===== src/rtl/fetchCtrlPkg.sv =====
// fetch and resolver state enums, config register address map
`default_nettype none

package fetchCtrlPkg;

    typedef enum logic [1:0] {
        FetchIdle     = 2'd0,
        FetchWait     = 2'd1,
        FetchRedirect = 2'd2,
        FetchStall    = 2'd3
    } fetchStateT;

    typedef enum logic [1:0] {
        ResIdle     = 2'd0,
        ResJal      = 2'd1,
        ResNeedExec = 2'd2
    } resolveStateT;

    // config bus register addresses
    typedef enum logic [1:0] {
        RegCtrl       = 2'd0,
        RegResetVec   = 2'd1,
        RegFetchCount = 2'd2
    } cfgRegT;

endpackage

`default_nettype wire


===== src/rtl/rvIsaPkg.sv =====
// RV32I widths, instruction and address types, opcode enum, immediate extraction
`default_nettype none

package rvIsaPkg;

    localparam int XLEN = 32;

    typedef logic [XLEN-1:0] instT;
    typedef logic [XLEN-1:0] addrT;

    // major opcodes seen by the front end
    typedef enum logic [6:0] {
        OpJal    = 7'b1101111,
        OpJalr   = 7'b1100111,
        OpBranch = 7'b1100011,
        OpOther  = 7'b0010011
    } opcodeT;

    // J-type, jal offset
    function automatic addrT immJ(input instT i);
        immJ = {{12{i[31]}}, i[19:12], i[20], i[30:21], 1'b0};
    endfunction

    // B-type, conditional branch offset
    function automatic addrT immB(input instT i);
        immB = {{20{i[31]}}, i[7], i[30:25], i[11:8], 1'b0};
    endfunction

    // I-type, used by jalr
    function automatic addrT immI(input instT i);
        immI = {{21{i[31]}}, i[30:20]};
    endfunction

endpackage

`default_nettype wire

===== src/rtl/fetchFrontEnd.sv =====
// fetch front end top: fetch FSM, memory bridge, resolver, config block
`timescale 1ns/100ps
`default_nettype none

module fetchFrontEnd #(
    parameter rvIsaPkg::addrT DefaultResetVector = 32'h0,
    parameter int             CountWidth         = 16
) (
    input  wire                       clk,
    input  wire                       rst,
    input  wire                       stall,
    output wire                       memReq,
    output wire rvIsaPkg::addrT       memAddr,
    input  wire                       memAck,
    input  wire rvIsaPkg::instT       memData,
    input  wire                       cfgReq,
    input  wire                       cfgWrite,
    input  wire fetchCtrlPkg::cfgRegT cfgAddr,
    input  wire [31:0]                cfgWdata,
    output wire                       cfgAck,
    output wire [31:0]                cfgRdata,
    input  wire                       resolveValid,
    input  wire                       resolveTaken,
    input  wire rvIsaPkg::addrT       rs1Value,
    output wire                       decEn,
    output wire rvIsaPkg::addrT       pc,
    output wire rvIsaPkg::instT       inst
);

    wire runEnable;
    wire restart;
    wire rvIsaPkg::addrT resetVector;
    wire enJump;
    wire rvIsaPkg::addrT jumpAddr;
    wire enBranch;
    wire rvIsaPkg::addrT branchAddr;
    wire issued;
    wire instEn;
    wire rvIsaPkg::addrT instAddr;
    wire memInstOutEn;
    wire rvIsaPkg::instT memInst;

    fetchUnit fetchUnitInst (
        .clk          (clk),
        .rst          (rst),
        .stall        (stall),
        .runEnable    (runEnable),
        .restart      (restart),
        .resetVector  (resetVector),
        .enJump       (enJump),
        .jumpAddr     (jumpAddr),
        .enBranch     (enBranch),
        .branchAddr   (branchAddr),
        .memInstOutEn (memInstOutEn),
        .memInst      (memInst),
        .decEn        (decEn),
        .pc           (pc),
        .inst         (inst),
        .issued       (issued),
        .instEn       (instEn),
        .instAddr     (instAddr)
    );

    instBusBridge instBusBridgeInst (
        .clk          (clk),
        .rst          (rst),
        .instEn       (instEn),
        .instAddr     (instAddr),
        .memAck       (memAck),
        .memData      (memData),
        .memReq       (memReq),
        .memAddr      (memAddr),
        .memInstOutEn (memInstOutEn),
        .memInst      (memInst)
    );

    controlFlowResolver controlFlowResolverInst (
        .clk          (clk),
        .rst          (rst),
        .restart      (restart),
        .issued       (issued),
        .pc           (pc),
        .inst         (inst),
        .resolveValid (resolveValid),
        .resolveTaken (resolveTaken),
        .rs1Value     (rs1Value),
        .enJump       (enJump),
        .jumpAddr     (jumpAddr),
        .enBranch     (enBranch),
        .branchAddr   (branchAddr)
    );

    fetchConfig #(
        .DefaultResetVector (DefaultResetVector),
        .CountWidth         (CountWidth)
    ) fetchConfigInst (
        .clk          (clk),
        .rst          (rst),
        .cfgReq       (cfgReq),
        .cfgWrite     (cfgWrite),
        .cfgAddr      (cfgAddr),
        .cfgWdata     (cfgWdata),
        .issued       (issued),
        .cfgAck       (cfgAck),
        .cfgRdata     (cfgRdata),
        .runEnable    (runEnable),
        .restart      (restart),
        .resetVector  (resetVector)
    );

endmodule

`default_nettype wire


===== src/rtl/fetchConfig.sv =====
// config registers: run bit, reset vector, issue counter, four-phase register bus
`timescale 1ns/100ps
`default_nettype none

module fetchConfig #(
    parameter rvIsaPkg::addrT DefaultResetVector = 32'h0,
    parameter int             CountWidth         = 16
) (
    input  wire                       clk,
    input  wire                       rst,
    input  wire                       cfgReq,
    input  wire                       cfgWrite,
    input  wire fetchCtrlPkg::cfgRegT cfgAddr,
    input  wire [31:0]                cfgWdata,
    input  wire                       issued,
    output logic                      cfgAck,
    output logic [31:0]               cfgRdata,
    output logic                      runEnable,
    output logic                      restart,
    output rvIsaPkg::addrT            resetVector
);

    logic [CountWidth-1:0] fetchCount;
    logic accept;
    logic writeCtrl;

    // first cycle of a request, before ack goes up
    assign accept    = cfgReq && !cfgAck;
    assign writeCtrl = accept && cfgWrite && (cfgAddr == fetchCtrlPkg::RegCtrl);

    always_ff @(posedge clk or posedge rst) begin
        if (rst) begin
            cfgAck      <= 1'b0;
            runEnable   <= 1'b0;
            restart     <= 1'b0;
            resetVector <= DefaultResetVector;
            fetchCount  <= '0;
        end else begin
            cfgAck  <= cfgReq;
            // run 0 -> 1 restarts fetch from the reset vector
            restart <= writeCtrl && cfgWdata[0] && !runEnable;
            if (writeCtrl) begin
                runEnable <= cfgWdata[0];
            end
            if (accept && cfgWrite && cfgAddr == fetchCtrlPkg::RegResetVec) begin
                resetVector <= cfgWdata;
            end
            if (restart) begin
                fetchCount <= '0;
            end else if (issued) begin
                fetchCount <= fetchCount + 1'b1;
            end
        end
    end

    always_ff @(posedge clk) begin
        if (accept) begin
            case (cfgAddr)
                fetchCtrlPkg::RegCtrl:       cfgRdata <= {31'b0, runEnable};
                fetchCtrlPkg::RegResetVec:   cfgRdata <= resetVector;
                fetchCtrlPkg::RegFetchCount: cfgRdata <= 32'(fetchCount);
                default:                     cfgRdata <= '0;
            endcase
        end
    end

endmodule

`default_nettype wire


===== src/rtl/controlFlowResolver.sv =====
// jump and branch target computation for issued control-flow words
`timescale 1ns/100ps
`default_nettype none

module controlFlowResolver (
    input  wire                 clk,
    input  wire                 rst,
    input  wire                 restart,
    input  wire                 issued,
    input  wire rvIsaPkg::addrT pc,
    input  wire rvIsaPkg::instT inst,
    input  wire                 resolveValid,
    input  wire                 resolveTaken,
    input  wire rvIsaPkg::addrT rs1Value,
    output logic                enJump,
    output rvIsaPkg::addrT      jumpAddr,
    output logic                enBranch,
    output rvIsaPkg::addrT      branchAddr
);

    fetchCtrlPkg::resolveStateT state;
    rvIsaPkg::opcodeT opIn;
    rvIsaPkg::opcodeT opHeld;
    rvIsaPkg::addrT pcHeld;
    rvIsaPkg::instT instHeld;
    rvIsaPkg::addrT jalrSum;
    logic capture;
    logic resolveNow;

    assign opIn       = rvIsaPkg::opcodeT'(inst[6:0]);
    assign opHeld     = rvIsaPkg::opcodeT'(instHeld[6:0]);
    assign capture    = (state == fetchCtrlPkg::ResIdle) && issued && inst[6];
    assign resolveNow = (state == fetchCtrlPkg::ResNeedExec) && resolveValid;
    assign jalrSum    = rs1Value + rvIsaPkg::immI(instHeld);

    always_ff @(posedge clk or posedge rst) begin
        if (rst) begin
            state    <= fetchCtrlPkg::ResIdle;
            enJump   <= 1'b0;
            enBranch <= 1'b0;
        end else begin
            enJump   <= 1'b0;
            enBranch <= 1'b0;
            if (restart) begin
                state <= fetchCtrlPkg::ResIdle;
            end else begin
                case (state)
                    fetchCtrlPkg::ResIdle: begin
                        if (capture) begin
                            if (opIn == rvIsaPkg::OpJal) begin
                                enJump <= 1'b1;
                                state  <= fetchCtrlPkg::ResJal;
                            end else begin
                                state <= fetchCtrlPkg::ResNeedExec;
                            end
                        end
                    end
                    // jal target is out on the bus this cycle
                    fetchCtrlPkg::ResJal: begin
                        state <= fetchCtrlPkg::ResIdle;
                    end
                    fetchCtrlPkg::ResNeedExec: begin
                        if (resolveValid) begin
                            if (opHeld == rvIsaPkg::OpJalr) begin
                                enJump <= 1'b1;
                            end else begin
                                enBranch <= 1'b1;
                            end
                            state <= fetchCtrlPkg::ResIdle;
                        end
                    end
                    default: begin
                        state <= fetchCtrlPkg::ResIdle;
                    end
                endcase
            end
        end
    end

    always_ff @(posedge clk) begin
        if (capture) begin
            pcHeld   <= pc;
            instHeld <= inst;
            if (opIn == rvIsaPkg::OpJal) begin
                jumpAddr <= pc + rvIsaPkg::immJ(inst);
            end
        end
        if (resolveNow) begin
            if (opHeld == rvIsaPkg::OpJalr) begin
                jumpAddr <= {jalrSum[rvIsaPkg::XLEN-1:1], 1'b0};
            end else begin
                branchAddr <= resolveTaken ? pcHeld + rvIsaPkg::immB(instHeld)
                                           : pcHeld + 32'd4;
            end
        end
    end

    // no new control-flow word before the previous one is resolved
    assert property (@(posedge clk) disable iff (rst)
        (issued && inst[6]) |-> (state == fetchCtrlPkg::ResIdle));

endmodule

`default_nettype wire


===== src/rtl/instBusBridge.sv =====
// request pulse to four-phase req/ack memory transaction, captured word hold
`timescale 1ns/100ps
`default_nettype none

module instBusBridge (
    input  wire                 clk,
    input  wire                 rst,
    input  wire                 instEn,
    input  wire rvIsaPkg::addrT instAddr,
    input  wire                 memAck,
    input  wire rvIsaPkg::instT memData,
    output logic                memReq,
    output rvIsaPkg::addrT      memAddr,
    output logic                memInstOutEn,
    output rvIsaPkg::instT      memInst
);

    typedef enum logic [1:0] {
        BrIdle    = 2'd0,
        BrRequest = 2'd1,
        BrAckLow  = 2'd2,
        BrDone    = 2'd3
    } bridgeStateT;

    bridgeStateT state;

    assign memInstOutEn = (state == BrDone);

    always_ff @(posedge clk or posedge rst) begin
        if (rst) begin
            state  <= BrIdle;
            memReq <= 1'b0;
        end else begin
            case (state)
                BrIdle: begin
                    if (instEn) begin
                        memReq <= 1'b1;
                        state  <= BrRequest;
                    end
                end
                BrRequest: begin
                    if (memAck) begin
                        memReq <= 1'b0;
                        state  <= BrAckLow;
                    end
                end
                // memory must release ack before the word is handed on
                BrAckLow: begin
                    if (!memAck) begin
                        state <= BrDone;
                    end
                end
                default: begin
                    state <= BrIdle;
                end
            endcase
        end
    end

    always_ff @(posedge clk) begin
        if (state == BrIdle && instEn) begin
            memAddr <= instAddr;
        end
        if (state == BrRequest && memAck) begin
            memInst <= memData;
        end
    end

    // memory acks only a pending request
    assert property (@(posedge clk) disable iff (rst)
        $rose(memAck) |-> memReq);

endmodule

`default_nettype wire


===== src/rtl/fetchUnit.sv =====
// fetch FSM: memory request, decoder outputs with stall hold, redirect wait
`timescale 1ns/100ps
`default_nettype none

module fetchUnit (
    input  wire                 clk,
    input  wire                 rst,
    input  wire                 stall,
    input  wire                 runEnable,
    input  wire                 restart,
    input  wire rvIsaPkg::addrT resetVector,
    input  wire                 enJump,
    input  wire rvIsaPkg::addrT jumpAddr,
    input  wire                 enBranch,
    input  wire rvIsaPkg::addrT branchAddr,
    input  wire                 memInstOutEn,
    input  wire rvIsaPkg::instT memInst,
    output logic                decEn,
    output rvIsaPkg::addrT      pc,
    output rvIsaPkg::instT      inst,
    output logic                issued,
    output logic                instEn,
    output rvIsaPkg::addrT      instAddr
);

    fetchCtrlPkg::fetchStateT state;
    logic loadOut;

    // word goes to the decoder on arrival, or once a stall on arrival clears
    assign loadOut = !stall &&
                     ((state == fetchCtrlPkg::FetchWait && memInstOutEn) ||
                      (state == fetchCtrlPkg::FetchStall && !decEn));

    assign issued = decEn && !stall;

    always_ff @(posedge clk or posedge rst) begin
        if (rst) begin
            state    <= fetchCtrlPkg::FetchIdle;
            instEn   <= 1'b0;
            instAddr <= '0;
            decEn    <= 1'b0;
        end else begin
            instEn <= 1'b0;
            if (restart) begin
                state    <= fetchCtrlPkg::FetchIdle;
                instAddr <= resetVector;
                decEn    <= 1'b0;
            end else begin
                if (loadOut) begin
                    decEn <= 1'b1;
                end
                case (state)
                    fetchCtrlPkg::FetchIdle: begin
                        if (runEnable) begin
                            instEn <= 1'b1;
                            state  <= fetchCtrlPkg::FetchWait;
                        end
                    end
                    fetchCtrlPkg::FetchWait: begin
                        if (memInstOutEn) begin
                            state <= fetchCtrlPkg::FetchStall;
                        end
                    end
                    // holds the word until the decoder takes it
                    fetchCtrlPkg::FetchStall: begin
                        if (issued) begin
                            decEn <= 1'b0;
                            if (inst[6]) begin
                                state <= fetchCtrlPkg::FetchRedirect;
                            end else begin
                                instAddr <= instAddr + 32'd4;
                                state    <= fetchCtrlPkg::FetchIdle;
                            end
                        end
                    end
                    fetchCtrlPkg::FetchRedirect: begin
                        if (enJump || enBranch) begin
                            instAddr <= enJump ? jumpAddr : branchAddr;
                            if (runEnable) begin
                                instEn <= 1'b1;
                                state  <= fetchCtrlPkg::FetchWait;
                            end else begin
                                // run dropped, park until restarted
                                state <= fetchCtrlPkg::FetchIdle;
                            end
                        end
                    end
                    default: begin
                        state <= fetchCtrlPkg::FetchIdle;
                    end
                endcase
            end
        end
    end

    always_ff @(posedge clk) begin
        if (loadOut) begin
            pc   <= instAddr;
            inst <= memInst;
        end
    end

    // redirect only arrives while a control-flow word waits for it
    assert property (@(posedge clk) disable iff (rst)
        (enJump || enBranch) |-> (state == fetchCtrlPkg::FetchRedirect));

endmodule

`default_nettype wire


===== config.mk =====
export PLATFORM = sky130hd
export DESIGN_NAME = fetchFrontEnd
export DESIGN_NICKNAME = d
export VERILOG_FILES = /design/src/rtl/fetchCtrlPkg.sv /design/src/rtl/rvIsaPkg.sv /design/src/rtl/fetchFrontEnd.sv /design/src/rtl/fetchConfig.sv /design/src/rtl/controlFlowResolver.sv /design/src/rtl/instBusBridge.sv /design/src/rtl/fetchUnit.sv
export SDC_FILE = /design/constraint.sdc
export NUM_CORES = 1
export LEC_CHECK = 0
export ABC_AREA = 0
export BUFFER_PORTS_ARGS = -buffer_cell sky130_fd_sc_hd__buf_4
export CELL_PAD_IN_SITES_DETAIL_PLACEMENT = 0
export CELL_PAD_IN_SITES_GLOBAL_PLACEMENT = 1
export CORE_ASPECT_RATIO = 1.1
export CORE_MARGIN = 2
export CORE_UTILIZATION = 36
export CTS_CLUSTER_SIZE = 14
export DETAILED_ROUTE_END_ITERATION = 12
export GPL_TIMING_DRIVEN = 0
export PLACE_DENSITY_LB_ADDON = 0.1
export SYNTH_ARGS = -nofsm -noshare
export SYNTH_HDL_FRONTEND = slang
export SYNTH_SLANG_ARGS = --single-unit

===== constraint.sdc =====
create_clock -name clk -period 11.6 [get_ports clk]
set_input_delay 0 -clock clk [delete_from_list [all_inputs] [get_ports clk]]
set_output_delay 0 -clock clk [all_outputs]
set_load 0.03 [all_outputs]

==> flow_summary.yaml, run 1 <==
pwr:
  power-per-cell-area_nw_per_um2: 190
  finalPower_mw: 4.75
  power_leakage_nw: 9.92
  peak_supply_drop_v: 0.000108
die:
  design.core.area_um2: 53900
  die_area_um2: 56600
  floorplan.die.height_um: 249
  starting_utilization_of_the_core_area_pct: 36.5
  num_io_pins: 237
  die_w_um: 227
  row_count: 89
sta:
  finalHoldViolations: 0
  fmax_ghz: 0.256
  report.final.setup_viol: 0
  fin_setup_tns_ns: 0
  period_share_pct: 33.7
  final-max-slew-violation-count: 0
  rsz0062_at_grt: "no"
  worst_clock_skew_ns: 0.0262
  relative_slew_margins_pct: 37.0
  timing.final.crit_period_ns: 3.91
  setup_ws_ns: 7.69
  worst-slew-pin-transition_ns: 0.944
yosys:
  flop_and_latch_count_out_of_synthesis: 374
  mappedNetlistNets: 1964
  synth_enable_flop_cells: 248
  yosys_warnings: 0
  synth_top_flop_cell: "edfxtp_1"
  synth-seq-area-share_pct: 53.0
  avgSynthCellArea_um2: 11.2
  mappedNetlistArea_um2: 19700
  async_flop_share_pct: 25.1
  area_share_of_the_largest_cell_type_after_synthesis_pct: 37.8
  yosysTopAreaCell: "edfxtp_1"
  cell_count_after_synthesis: 1758
  synth.distinct_cells: 88
  ys_top_cells_by_area: "edfxtp_1 (38%), dfrtp_1 (12%), ha_1 (6.2%), a21oi_1 (3.7%), dfxtp_1 (3.3%)"
clock_tree:
  htree_levels: 2
  post-cts-setup-buffers: 0
  cts.sinks: 374
  path_clk_slew_ns: 0.06
  cts_buffer_depth: 3
  clockRootBuffer: "clkbuf_16"
  cts-buffers-inserted: 43
  worst_skew_pair.late_latency_ns: 0.58
  cts_tree: "built"
placed_design:
  gp_congestion: 0.901
  hpwl_mm: 50.0
  numPortBuffers: 235
  detailedPlace.worstSlack_ns: 7.72
critical_path:
  crit_path_top_delay_cell: "edfxtp_1"
  critPathMaxStageDelay_ns: 0.97
  timing.critical_path.from_type: "flip-flop"
  timing.critical_path.to_type: "flip-flop"
  worst-setup-path-type: "flip-flop to flip-flop"
  crit_path_max_fanout: 22
  worstPathCellList: "buf_16, ha_1, a211oi_2, o21bai_1, a21o_1, a221o_1, a31oi_4, o31ai_2, a2111oi_4, o221a_1, nor2_1"
  cp.arrival_ns: 4.23
  timing.critical_path.required_ns: 11.92
detailed_routing:
  first_iter_violations: 924
  met3WireLength_mm: 3.41
  postRouteAntennaNets: 0
  detail_route.wl_per_cell_um: 22.4
  firstDrtPassIters: 5
  wl_met1_mm: 29.6
  met2_wire_length_mm: 30.7
  route.vias.total: 15500
  total_wirelength_of_the_detailed_routed_design_mm: 65.3
  routed.top_layer: "met5"
  via_to_cell_ratio: 5.31
  drt_drc_violations_left: 0
grt:
  overflow: 0
  grt_max_degree: 60
  grt_pass1_wl_mm: 96.8
  antenna_found_initial: 2
  grtUsageTotal_pct: 22.9
  grt_pass1_vias: 15500
hold_path:
  min-delay-path-class: "input pin to flip-flop"
final_layout:
  leading_cell_type_in_the_layout_fill_and_taps_excluded: "edfxtp_1"
  final_layout_size_suffix_gt1_share_pct: 18.1
  layout_common_cells: "edfxtp_1 (248), buf_4 (244), a21oi_1 (146), nand2_1 (137), nor2_1 (120)"
  syn2layout_area_growth_pct: 27.0
  design.final.nets: 2354
job:
  maxCapViolCount: 0
status:
  run_status: "complete, no violations"
worst paths after layout:
check	startpoint	end	cells after the start	slack, ns
max in group asynchronous	rst	fetchUnitInst.instAddr[7]	4	10.86
worst min register to register	instBusBridgeInst.memInst[27]	fetchUnitInst.inst[27]	0	0.42
worst max-delay path	controlFlowResolverInst.instHeld[31]	controlFlowResolverInst.branchAddr[31]	11	7.69
min in group asynchronous	rst	fetchConfigInst.cfgAck	3	0.04
worst max register to register	controlFlowResolverInst.instHeld[31]	controlFlowResolverInst.branchAddr[31]	11	7.69
worst min-delay path	rs1Value[26]	controlFlowResolverInst.jumpAddr[26]	4	0.03
routing by layer:
metal  vias to the layer above  track usage (%)
met5                         -                0
met4                         2             6.14
met2                       387             37.4
met1                      7590             31.5
met3                        86             3.75
li1                       7396                -
cell type report:
cell class	instances	area, um^2
Antenna cell	2	5.00
Buffer	72	277
Clock buffer	59	1190
Clock inverter	21	235
Fill cell	5078	28900
Inverter	35	134
Multi-Input combinational cell	1277	8890
Sequential cell	374	10400
Tap cell	728	911
Timing Repair Buffer	345	2930
cell usage after synthesis (4+ instances only):
library cell,instances
nand3_1,40
or3_1,7
ha_1,97
o21a_1,7
o211ai_1,4
nand2b_1,25
buf_1,12
a22o_1,15
nand3b_1,4
a31oi_1,15
a221o_1,7
dfrtp_1,94
o2111ai_1,4
and2_1,27
a311oi_1,6
nor3_1,25
mux2i_1,32
a21o_1,53
xor2_1,64
mux2_2,42
dfxtp_1,32
a221oi_1,5
nor2_1,121
a31o_2,4
inv_1,33
and4_1,17
a21oi_1,147
edfxtp_1,248
clkbuf_1,55
a211oi_1,51
and3_1,23
o21ai_0,79
xnor2_1,64
o311ai_0,4
nor2b_1,19
a22oi_1,6
nand2_1,137
o21bai_1,10
o21ai_1,10
nand4_1,27
o31ai_1,8
buf_2,5
critical path: cells and delay by family, from the launching register on:
family | cells | cell delay [ns]
simple gates | 1 | 0.05
buf+inv | 1 | 0.25
compound gates | 8 | 2.07
flops | 1 | 0.97
fa+ha+maj | 1 | 0.32
state kept, by name, summed over array words and instances, names as in the netlist, 2 cells and up:
signal and count:
fetchUnitInst.instAddr 32, controlFlowResolverInst.instHeld 24, fetchUnitInst.pc 32, instBusBridgeInst.memAddr 32, controlFlowResolverInst.branchAddr 32, controlFlowResolverInst.jumpAddr 32
fetchUnitInst.state 2, fetchConfigInst.fetchCount 16, fetchUnitInst.inst 32, controlFlowResolverInst.state 2, instBusBridgeInst.state 2, fetchConfigInst.resetVector 32
instBusBridgeInst.memInst 32, fetchConfigInst.cfgRdata 32, controlFlowResolverInst.pcHeld 32
repair_timing:
action	4_1_cts	5_1_grt
hold buffers	94	0
endpoints found under the hold margin	222	0
gates resized for setup	0	0
cells by family (layout without fill, tap and decap cells):
logic type               after synthesis  after routing  share of synthesized area [%]
buffers and inverters                107            532                           2.07
adder cells (fa/ha/maj)              100            100                           6.47
flip-flops                           374            374                           53.0
AO/OA/AOI/OAI                        487            487                           16.6
XOR/XNOR                             128            128                           5.69
other                                  0              2                              0
AND/OR/NAND/NOR                      488            488                           12.2
multiplexers                          74             74                           4.03
metrics by stage:
stage                     area (um^2)  util, %  instances  hold slack (ns)
final                           25000     46.4       2913           0.0303
after global routing            25000     46.4       2912           0.0585
after CTS                       25000     46.4       2911         0.000680
after detailed placement        22600     42.0       2737           0.0887
after global placement          22400     41.5       2721            0.118
after floorplan                 19700        -       1758           0.0314
power breakdown:
group,switching (mW),total [mW],internal [mW]
clock,0.584,1.38,0.793
combinational,0.821,1.39,0.565
sequential,0.263,1.99,1.72
Power figures use the tool's default switching activity.
==> run 2: changes to the inputs <==
--- a/config.mk
+++ b/config.mk
@@ -5,7 +5,7 @@
 export SDC_FILE = /design/constraint.sdc
 export NUM_CORES = 1
 export LEC_CHECK = 0
-export ABC_AREA = 0
+export ABC_AREA = 1
 export BUFFER_PORTS_ARGS = -buffer_cell sky130_fd_sc_hd__buf_4
 export CELL_PAD_IN_SITES_DETAIL_PLACEMENT = 0
 export CELL_PAD_IN_SITES_GLOBAL_PLACEMENT = 1
==> constraint.sdc (replaced) <==
create_clock -name clk -period 3.9 [get_ports clk]
set_input_delay 0 -clock clk [delete_from_list [all_inputs] [get_ports clk]]
set_output_delay 0 -clock clk [all_outputs]
set_load 0.03 [all_outputs]
==> run 2 against run 1 <==
Effect of this change:
- first-iteration DRC count grew 40%
- power grew to 3.4 times the previous value
- flip-flop and latch count is the same
- count of clock-buffer cells in the layout shrank 13
- die area grew 11%
- via count grew 29%
- sequential share of layout area shrank 3.5 points
- clock skew grew 0.0040 ns
- synthesized area grew 11%
- cell count grew 35%
- sequential power grew to 3.1 times the previous value
- critical path type unchanged
- critical endpoint is now controlFlowResolverInst.branchAddr[18]
==> flow_summary.yaml, run 2 <==
status:
  run_status: "complete, no violations"
die:
  row_count: 94
  die_area_um2: 62800
  die_w_um: 239
  design.core.area_um2: 60000
  num_io_pins: 237
  floorplan.die.height_um: 263
  starting_utilization_of_the_core_area_pct: 36.5
hold_path:
  min-delay-path-class: "input pin to flip-flop"
  min-delay-start: "resolveTaken"
pwr:
  power_report.internal_total_mw: 9.79
  netSwitchingPower_mw: 6.57
  power-per-cell-area_nw_per_um2: 599
  seqPwrFrac_pct: 37.4
  pwr-share-comb_pct: 35.8
  peak_supply_drop_v: 0.000438
  power_leakage_nw: 12.4
  switching_share_pct: 40.2
  clk_pwr_share_pct: 26.7
sta:
  report.final.setup_viol: 0
  timing.final.crit_period_ns: 3.06
  finalHoldViolations: 0
  relative_slew_margins_pct: 36.7
  period_share_pct: 78.4
  worst-slew-pin-transition_ns: 0.947
  final-max-slew-violation-count: 0
  worst_clock_skew_ns: 0.0302
  rsz0062_at_grt: "no"
  fmax_ghz: 0.327
grt:
  antenna_found_initial: 0
  overflow: 0
  grt_pass1_vias: 19800
  grt_pass1_wl_mm: 123
  grtUsageTotal_pct: 26.1
  grt_max_degree: 50
yosys:
  mappedNetlistArea_um2: 21900
  cell_count_after_synthesis: 2736
  synth_top_cells_by_count: "nand2_1 (808), inv_1 (351), edfxtp_1 (248)"
  synth.distinct_cells: 51
  avgSynthCellArea_um2: 8.01
  area_share_of_the_largest_cell_type_after_synthesis_pct: 34.0
  synth-seq-area-share_pct: 47.7
  synth_enable_flop_cells: 248
  synth_top_flop_cell: "edfxtp_1"
  ys_top_cells_by_area: "edfxtp_1 (34%), nand2_1 (14%), dfrtp_1 (11%), inv_1 (6.0%), ha_1 (5.5%)"
  flop_and_latch_count_out_of_synthesis: 374
  yosysMostFrequentCell: "nand2_1"
  async_flop_share_pct: 25.1
  mappedNetlistNets: 2942
  yosysTopAreaCell: "edfxtp_1"
  yosys_warnings: 0
critical_path:
  timing.critical_path.to_type: "flip-flop"
  worst-setup-path-type: "flip-flop to flip-flop"
  timing.critical_path.from_type: "flip-flop"
  timing.critical_path.required_ns: 4.21
  setup.worst_path.start: "controlFlowResolverInst.instHeld[31]"
  r2r-start: "controlFlowResolverInst.instHeld[31]"
  crit_path_max_fanout: 22
  cp.arrival_ns: 3.37
clock_tree:
  path_clk_slew_ns: 0.06
  cts-buffers-inserted: 43
  cts_tree: "built"
  htree_levels: 2
  worst_skew_pair.late_latency_ns: 0.59
  cts_buffer_depth: 3
  post-cts-setup-buffers: 0
  cts_repair_resize_count: 0
  cts.sinks: 374
  clockRootBuffer: "clkbuf_16"
final_layout:
  leading_cell_type_in_the_layout_fill_and_taps_excluded: "nand2_1"
  design.final.nets: 3325
  num_antenna_cells: 0
  final_layout_size_suffix_gt1_share_pct: 12.5
  instances_no_fill: 3922
  final_util_pct: 45.5
  syn2layout_area_growth_pct: 24.7
  layout_common_cells: "nand2_1 (808), inv_1 (348), edfxtp_1 (248), buf_4 (239), nor2_1 (239)"
detailed_routing:
  firstDrtPassIters: 5
  via_to_cell_ratio: 5.09
  total_wirelength_of_the_detailed_routed_design_mm: 81.7
  detail_route.wl_per_cell_um: 20.8
  postRouteAntennaNets: 0
  route.vias.total: 20000
  drt_drc_violations_left: 0
  first_iter_violations: 1294
placed_design:
  gp_congestion: 0.918
  hpwl_mm: 65.8
  numPortBuffers: 235
  dp.cells: 3747
job:
  maxCapViolCount: 0
==> run 2: changes by cell type after synthesis, sizes merged, moves of 31 or more <==
cell | previous run | this run
xor2 | 64 | 25
nand2 | 137 | 813
a211oi | 52 | 2
a21o | 53 | 3
mux2 | 42 | 0
nand3 | 40 | 146
inv | 34 | 363
mux2i | 32 | 1
xnor2 | 64 | 25
o21ai | 90 | 182
a21oi | 149 | 191
nor2 | 122 | 254
==> run 2: power groups by stage <==
stage | Clock [mW] | Sequential (mW) | Combinational, mW
6_report | 4.37 | 6.12 | 5.86
5_1_grt | 4.61 | 6.20 | 6.56
4_1_cts | 4.46 | 6.13 | 5.87
3_5_place_dp | 0 | 6.20 | 5.76
3_3_place_gp | 0 | 6.24 | 5.62
2_1_floorplan | 0 | 6.14 | 3.48
==> run 2: repair_timing <==
item | 4_1_cts | 5_1_grt
hold buffers | 95 | 0
endpoints found under the hold margin | 189 | 0
setup endpoints to repair | 0 | 0
==> run 2: cell families (layout without fill, tap and decap cells) <==
kind of cell               Yosys count  in the layout  synth area share, %
buffers and inverters              418            836                 7.34
and+or+nand+nor                   1337           1337                 25.8
DFF                                374            374                 47.7
adders and majority gates          100            100                 5.81
muxes                                1              1               0.0457
AOI/OAI and AO/OA                  456            456                 11.4
xor gates and xnor gates            50             50                 2.00
==> run 2: per-stage QoR <==
step           setup TNS (ns)  hold slack [ns]  instance area, um^2  total power [mW]  setup slack [ns]
6_report                    0           0.0291                27300              16.4             0.843
2_1_floorplan               0           0.0314                21900              9.61             0.897
3_3_place_gp           -45.88            0.119                24600              11.9            -0.509
5_1_grt                     0           0.0487                27300              17.4             0.581
3_5_place_dp                0            0.122                24900              12.0             0.856
4_1_cts                     0          0.00327                27300              16.5             0.850
==> run 2: path summary, 6_finish.rpt <==
check	endpoint	slack [ns]	cells after the start
setup / recovery	controlFlowResolverInst.branchAddr[18]	0.84	8
hold / removal	controlFlowResolverInst.branchAddr[3]	0.03	3
setup reg to reg	controlFlowResolverInst.branchAddr[18]	0.84	8
hold reg to reg	fetchUnitInst.inst[10]	0.40	0
max in group asynchronous	instBusBridgeInst.state[1]	3.10	4
min in group asynchronous	fetchConfigInst.cfgAck	0.07	3
==> run 2: routing by layer <==
metal	vias up	GRT usage, %	part of all wire, %
met4	0	10.3	4.3
met5	-	0	0
met2	507	44.2	48
met3	120	2.72	4.3
li1	9866	-	-
met1	9461	34.2	44
==> run 2: area by class of cell <==
class	count	area [um^2]
plain buffers	55	246
clock buffers	46	1100
clock inverters	34	413
fillers	6020	32700
inverters	363	1370
multi-input cells	1944	9890
flip-flops and latches	374	10400
well taps	768	961
repair buffers	338	2910
==> run 2: critical path, cell delays in order, from the launching register on <==
cell and delay, ns:
edfxtp_1 0.95, buf_16 0.24, ha_1 0.30, a21oi_1 0.23, o21ai_0 0.18, a21oi_1 0.21, nand3_1 0.14, o21ai_0 0.40
nand2_1 0.12
==> run 3: changes to the inputs <==
--- a/config.mk
+++ b/config.mk
@@ -5,7 +5,7 @@
 export SDC_FILE = /design/constraint.sdc
 export NUM_CORES = 1
 export LEC_CHECK = 0
-export ABC_AREA = 1
+export ABC_AREA = 0
 export BUFFER_PORTS_ARGS = -buffer_cell sky130_fd_sc_hd__buf_4
 export CELL_PAD_IN_SITES_DETAIL_PLACEMENT = 0
 export CELL_PAD_IN_SITES_GLOBAL_PLACEMENT = 1
==> constraint.sdc (replaced) <==
create_clock -name clk -period 2.4 [get_ports clk]
set_input_delay 0 -clock clk [delete_from_list [all_inputs] [get_ports clk]]
set_output_delay 0 -clock clk [all_outputs]
set_load 0.03 [all_outputs]
==> run 3 against run 2 <==
Effect of this change:
- the flow now finishes with violations (setup timing)
- power grew 49%
- register-to-register slack lost 1.5 ns
- die area shrank 10%
- routed wire length shrank 16%
==> flow_summary.yaml, run 3 (same netlist as run 1, synthesis figures left out) <==
status:
  run_status: "complete, but fails checks"
  failed_checks: "setup timing"
sta:
  report.final.setup_viol: 37
  setup_ws_ns: -0.653
  final-max-slew-violation-count: 0
  worst-slew-pin-transition_ns: 0.935
  whs_ns: 0.0376
  worst_clock_skew_ns: 0.0288
  fin_setup_tns_ns: -14.53
  finalHoldViolations: 0
  timing.final.crit_period_ns: 3.05
  relative_slew_margins_pct: 37.4
  period_share_pct: 127
  fmax_ghz: 0.327
  rsz0062_at_grt: "yes"
die:
  num_io_pins: 237
  row_count: 89
  die_area_um2: 56600
  starting_utilization_of_the_core_area_pct: 36.5
  floorplan.die.height_um: 249
  die_w_um: 227
  design.core.area_um2: 53900
final_layout:
  layout_common_cells: "buf_4 (342), edfxtp_1 (248), nand2_1 (131), a21oi_1 (117), nor2_1 (113)"
  instances_no_fill: 3019
  syn2layout_area_growth_pct: 38.5
  final_layout_size_suffix_gt1_share_pct: 31.5
  design.final.nets: 2461
  n_fill_cell: 4881
  fin_area_um2: 27300
  leading_cell_type_in_the_layout_fill_and_taps_excluded: "buf_4"
pwr:
  power-per-cell-area_nw_per_um2: 891
  power_leakage_nw: 10.8
  peak_supply_drop_v: 0.000574
detailed_routing:
  detail_route.wl_per_cell_um: 22.7
  firstDrtPassIters: 4
  total_wirelength_of_the_detailed_routed_design_mm: 68.6
  via_to_cell_ratio: 5.28
  route.vias.total: 15900
  drt_drc_violations_left: 0
  first_iter_violations: 865
  postRouteAntennaNets: 0
clock_tree:
  path_clk_slew_ns: 0.06
  clockRootBuffer: "clkbuf_16"
  worst_skew_pair.late_latency_ns: 0.58
  cts.sinks: 374
  cts_tree: "built"
  cts-buffers-inserted: 43
  htree_levels: 2
  cts_buffer_depth: 3
grt:
  grt_pass1_vias: 16000
  grtUsageTotal_pct: 24.0
  grt_max_degree: 39
  grt_pass1_wl_mm: 101
  antenna_found_initial: 2
  gr-max-usage-layer: "met2"
  globalRouteMet2Util_pct: 40.0
  overflow: 0
  grt_use_met1_pct: 32.6
  globalRouteMet3Util_pct: 3.73
hold_path:
  min-delay-path-class: "input pin to flip-flop"
  holdPathStages: 4
  min-delay-start: "rs1Value[3]"
  min_to: "controlFlowResolverInst.jumpAddr[3]"
critical_path:
  r2r_slack_ns: -0.65
  timing.critical_path.required_ns: 2.67
  rr_worst_depth: 12
  timing.critical_path.from_type: "flip-flop"
  cp.arrival_ns: 3.33
  timing.critical_path.to_type: "flip-flop"
  crit_path_max_fanout: 6
  worst-setup-path-type: "flip-flop to flip-flop"
  critical_path.reg2reg.endpoint: "controlFlowResolverInst.branchAddr[23]"
  r2r-start: "controlFlowResolverInst.instHeld[31]"
placed_design:
  numPortBuffers: 235
  dp.cells: 2735
  hpwl_mm: 50.3
  dpl_cell_area_um2: 22900
  gp_congestion: 0.915
job:
  maxCapViolCount: 0
-- run 3: layout make-up --
class | count | area, um^2 | share of cell area [%]
antenna | 2 | 5.00 | 0.0183
clock buffer | 65 | 1250 | 4.59
timing repair buffer | 462 | 3930 | 14.4
inverter | 35 | 135 | 0.495
sequential | 374 | 10500 | 38.3
clock inverter | 14 | 116 | 0.427
tap | 728 | 911 | 3.34
buffer | 61 | 348 | 1.27
multi-input combinational | 1278 | 10100 | 37.1
-- run 3: worst max path at each step --
stage / start / end / slack (ns) / cells after the start
final: controlFlowResolverInst.instHeld[31] / controlFlowResolverInst.branchAddr[23] / -0.65 / 12
after global routing: controlFlowResolverInst.instHeld[31] / controlFlowResolverInst.branchAddr[27] / -0.78 / 13
after CTS: controlFlowResolverInst.instHeld[31] / controlFlowResolverInst.branchAddr[27] / -0.69 / 13
after detailed placement: controlFlowResolverInst.instHeld[31] / controlFlowResolverInst.jumpAddr[31] / -1.35 / 11
after global placement: fetchUnitInst.inst[6] / controlFlowResolverInst.jumpAddr[20] / -3.11 / 6
after floorplan: fetchUnitInst.inst[6] / controlFlowResolverInst.jumpAddr[2] / -1.29 / 7
-- run 3: stage by stage --
step,setup slack [ns],power [mW],util (%)
detailed placement,-1.35,16.4,42.6
floorplan,-1.29,13.8,-
global route,-0.782,25.5,50.6
finish,-0.653,24.3,50.6
global placement,-3.11,16.3,42.0
CTS,-0.693,23.9,49.3
-- run 3: repair_timing --
action,4_1_cts,5_1_grt
cloned,3,0
hold buffers,94,0
pin swaps,73,61
hold endpoints to repair,132,0
buffers inserted,78,42
endpoints found under the setup margin,126,85
gates resized for setup,159,105
-- run 3: worst max-delay path: stages, from the launching register on --
cell and delay, ns:
edfxtp_1 0.40, buf_6 0.17, buf_16 0.14, ha_1 0.39, nand3_1 0.16, nor2_2 0.08, a221o_1 0.35, a31oi_4 0.22
buf_4 0.18, o311ai_4 0.13, a31o_2 0.27, xnor2_1 0.14, a21oi_1 0.11
-- run 3: metal layers --
layer,up-vias,wire (um),share of wire [%]
met3,90,3300,4.8
met2,402,33200,48
met4,0,1490,2.2
met1,7847,30700,45
met5,-,0,0
li1,7598,-,-
-- run 3: power by group --
group	total, mW	switching, mW	internal (mW)
Sequential	9.57	1.22	8.35
Clock	6.44	2.73	3.72
Combinational	8.28	4.61	3.67
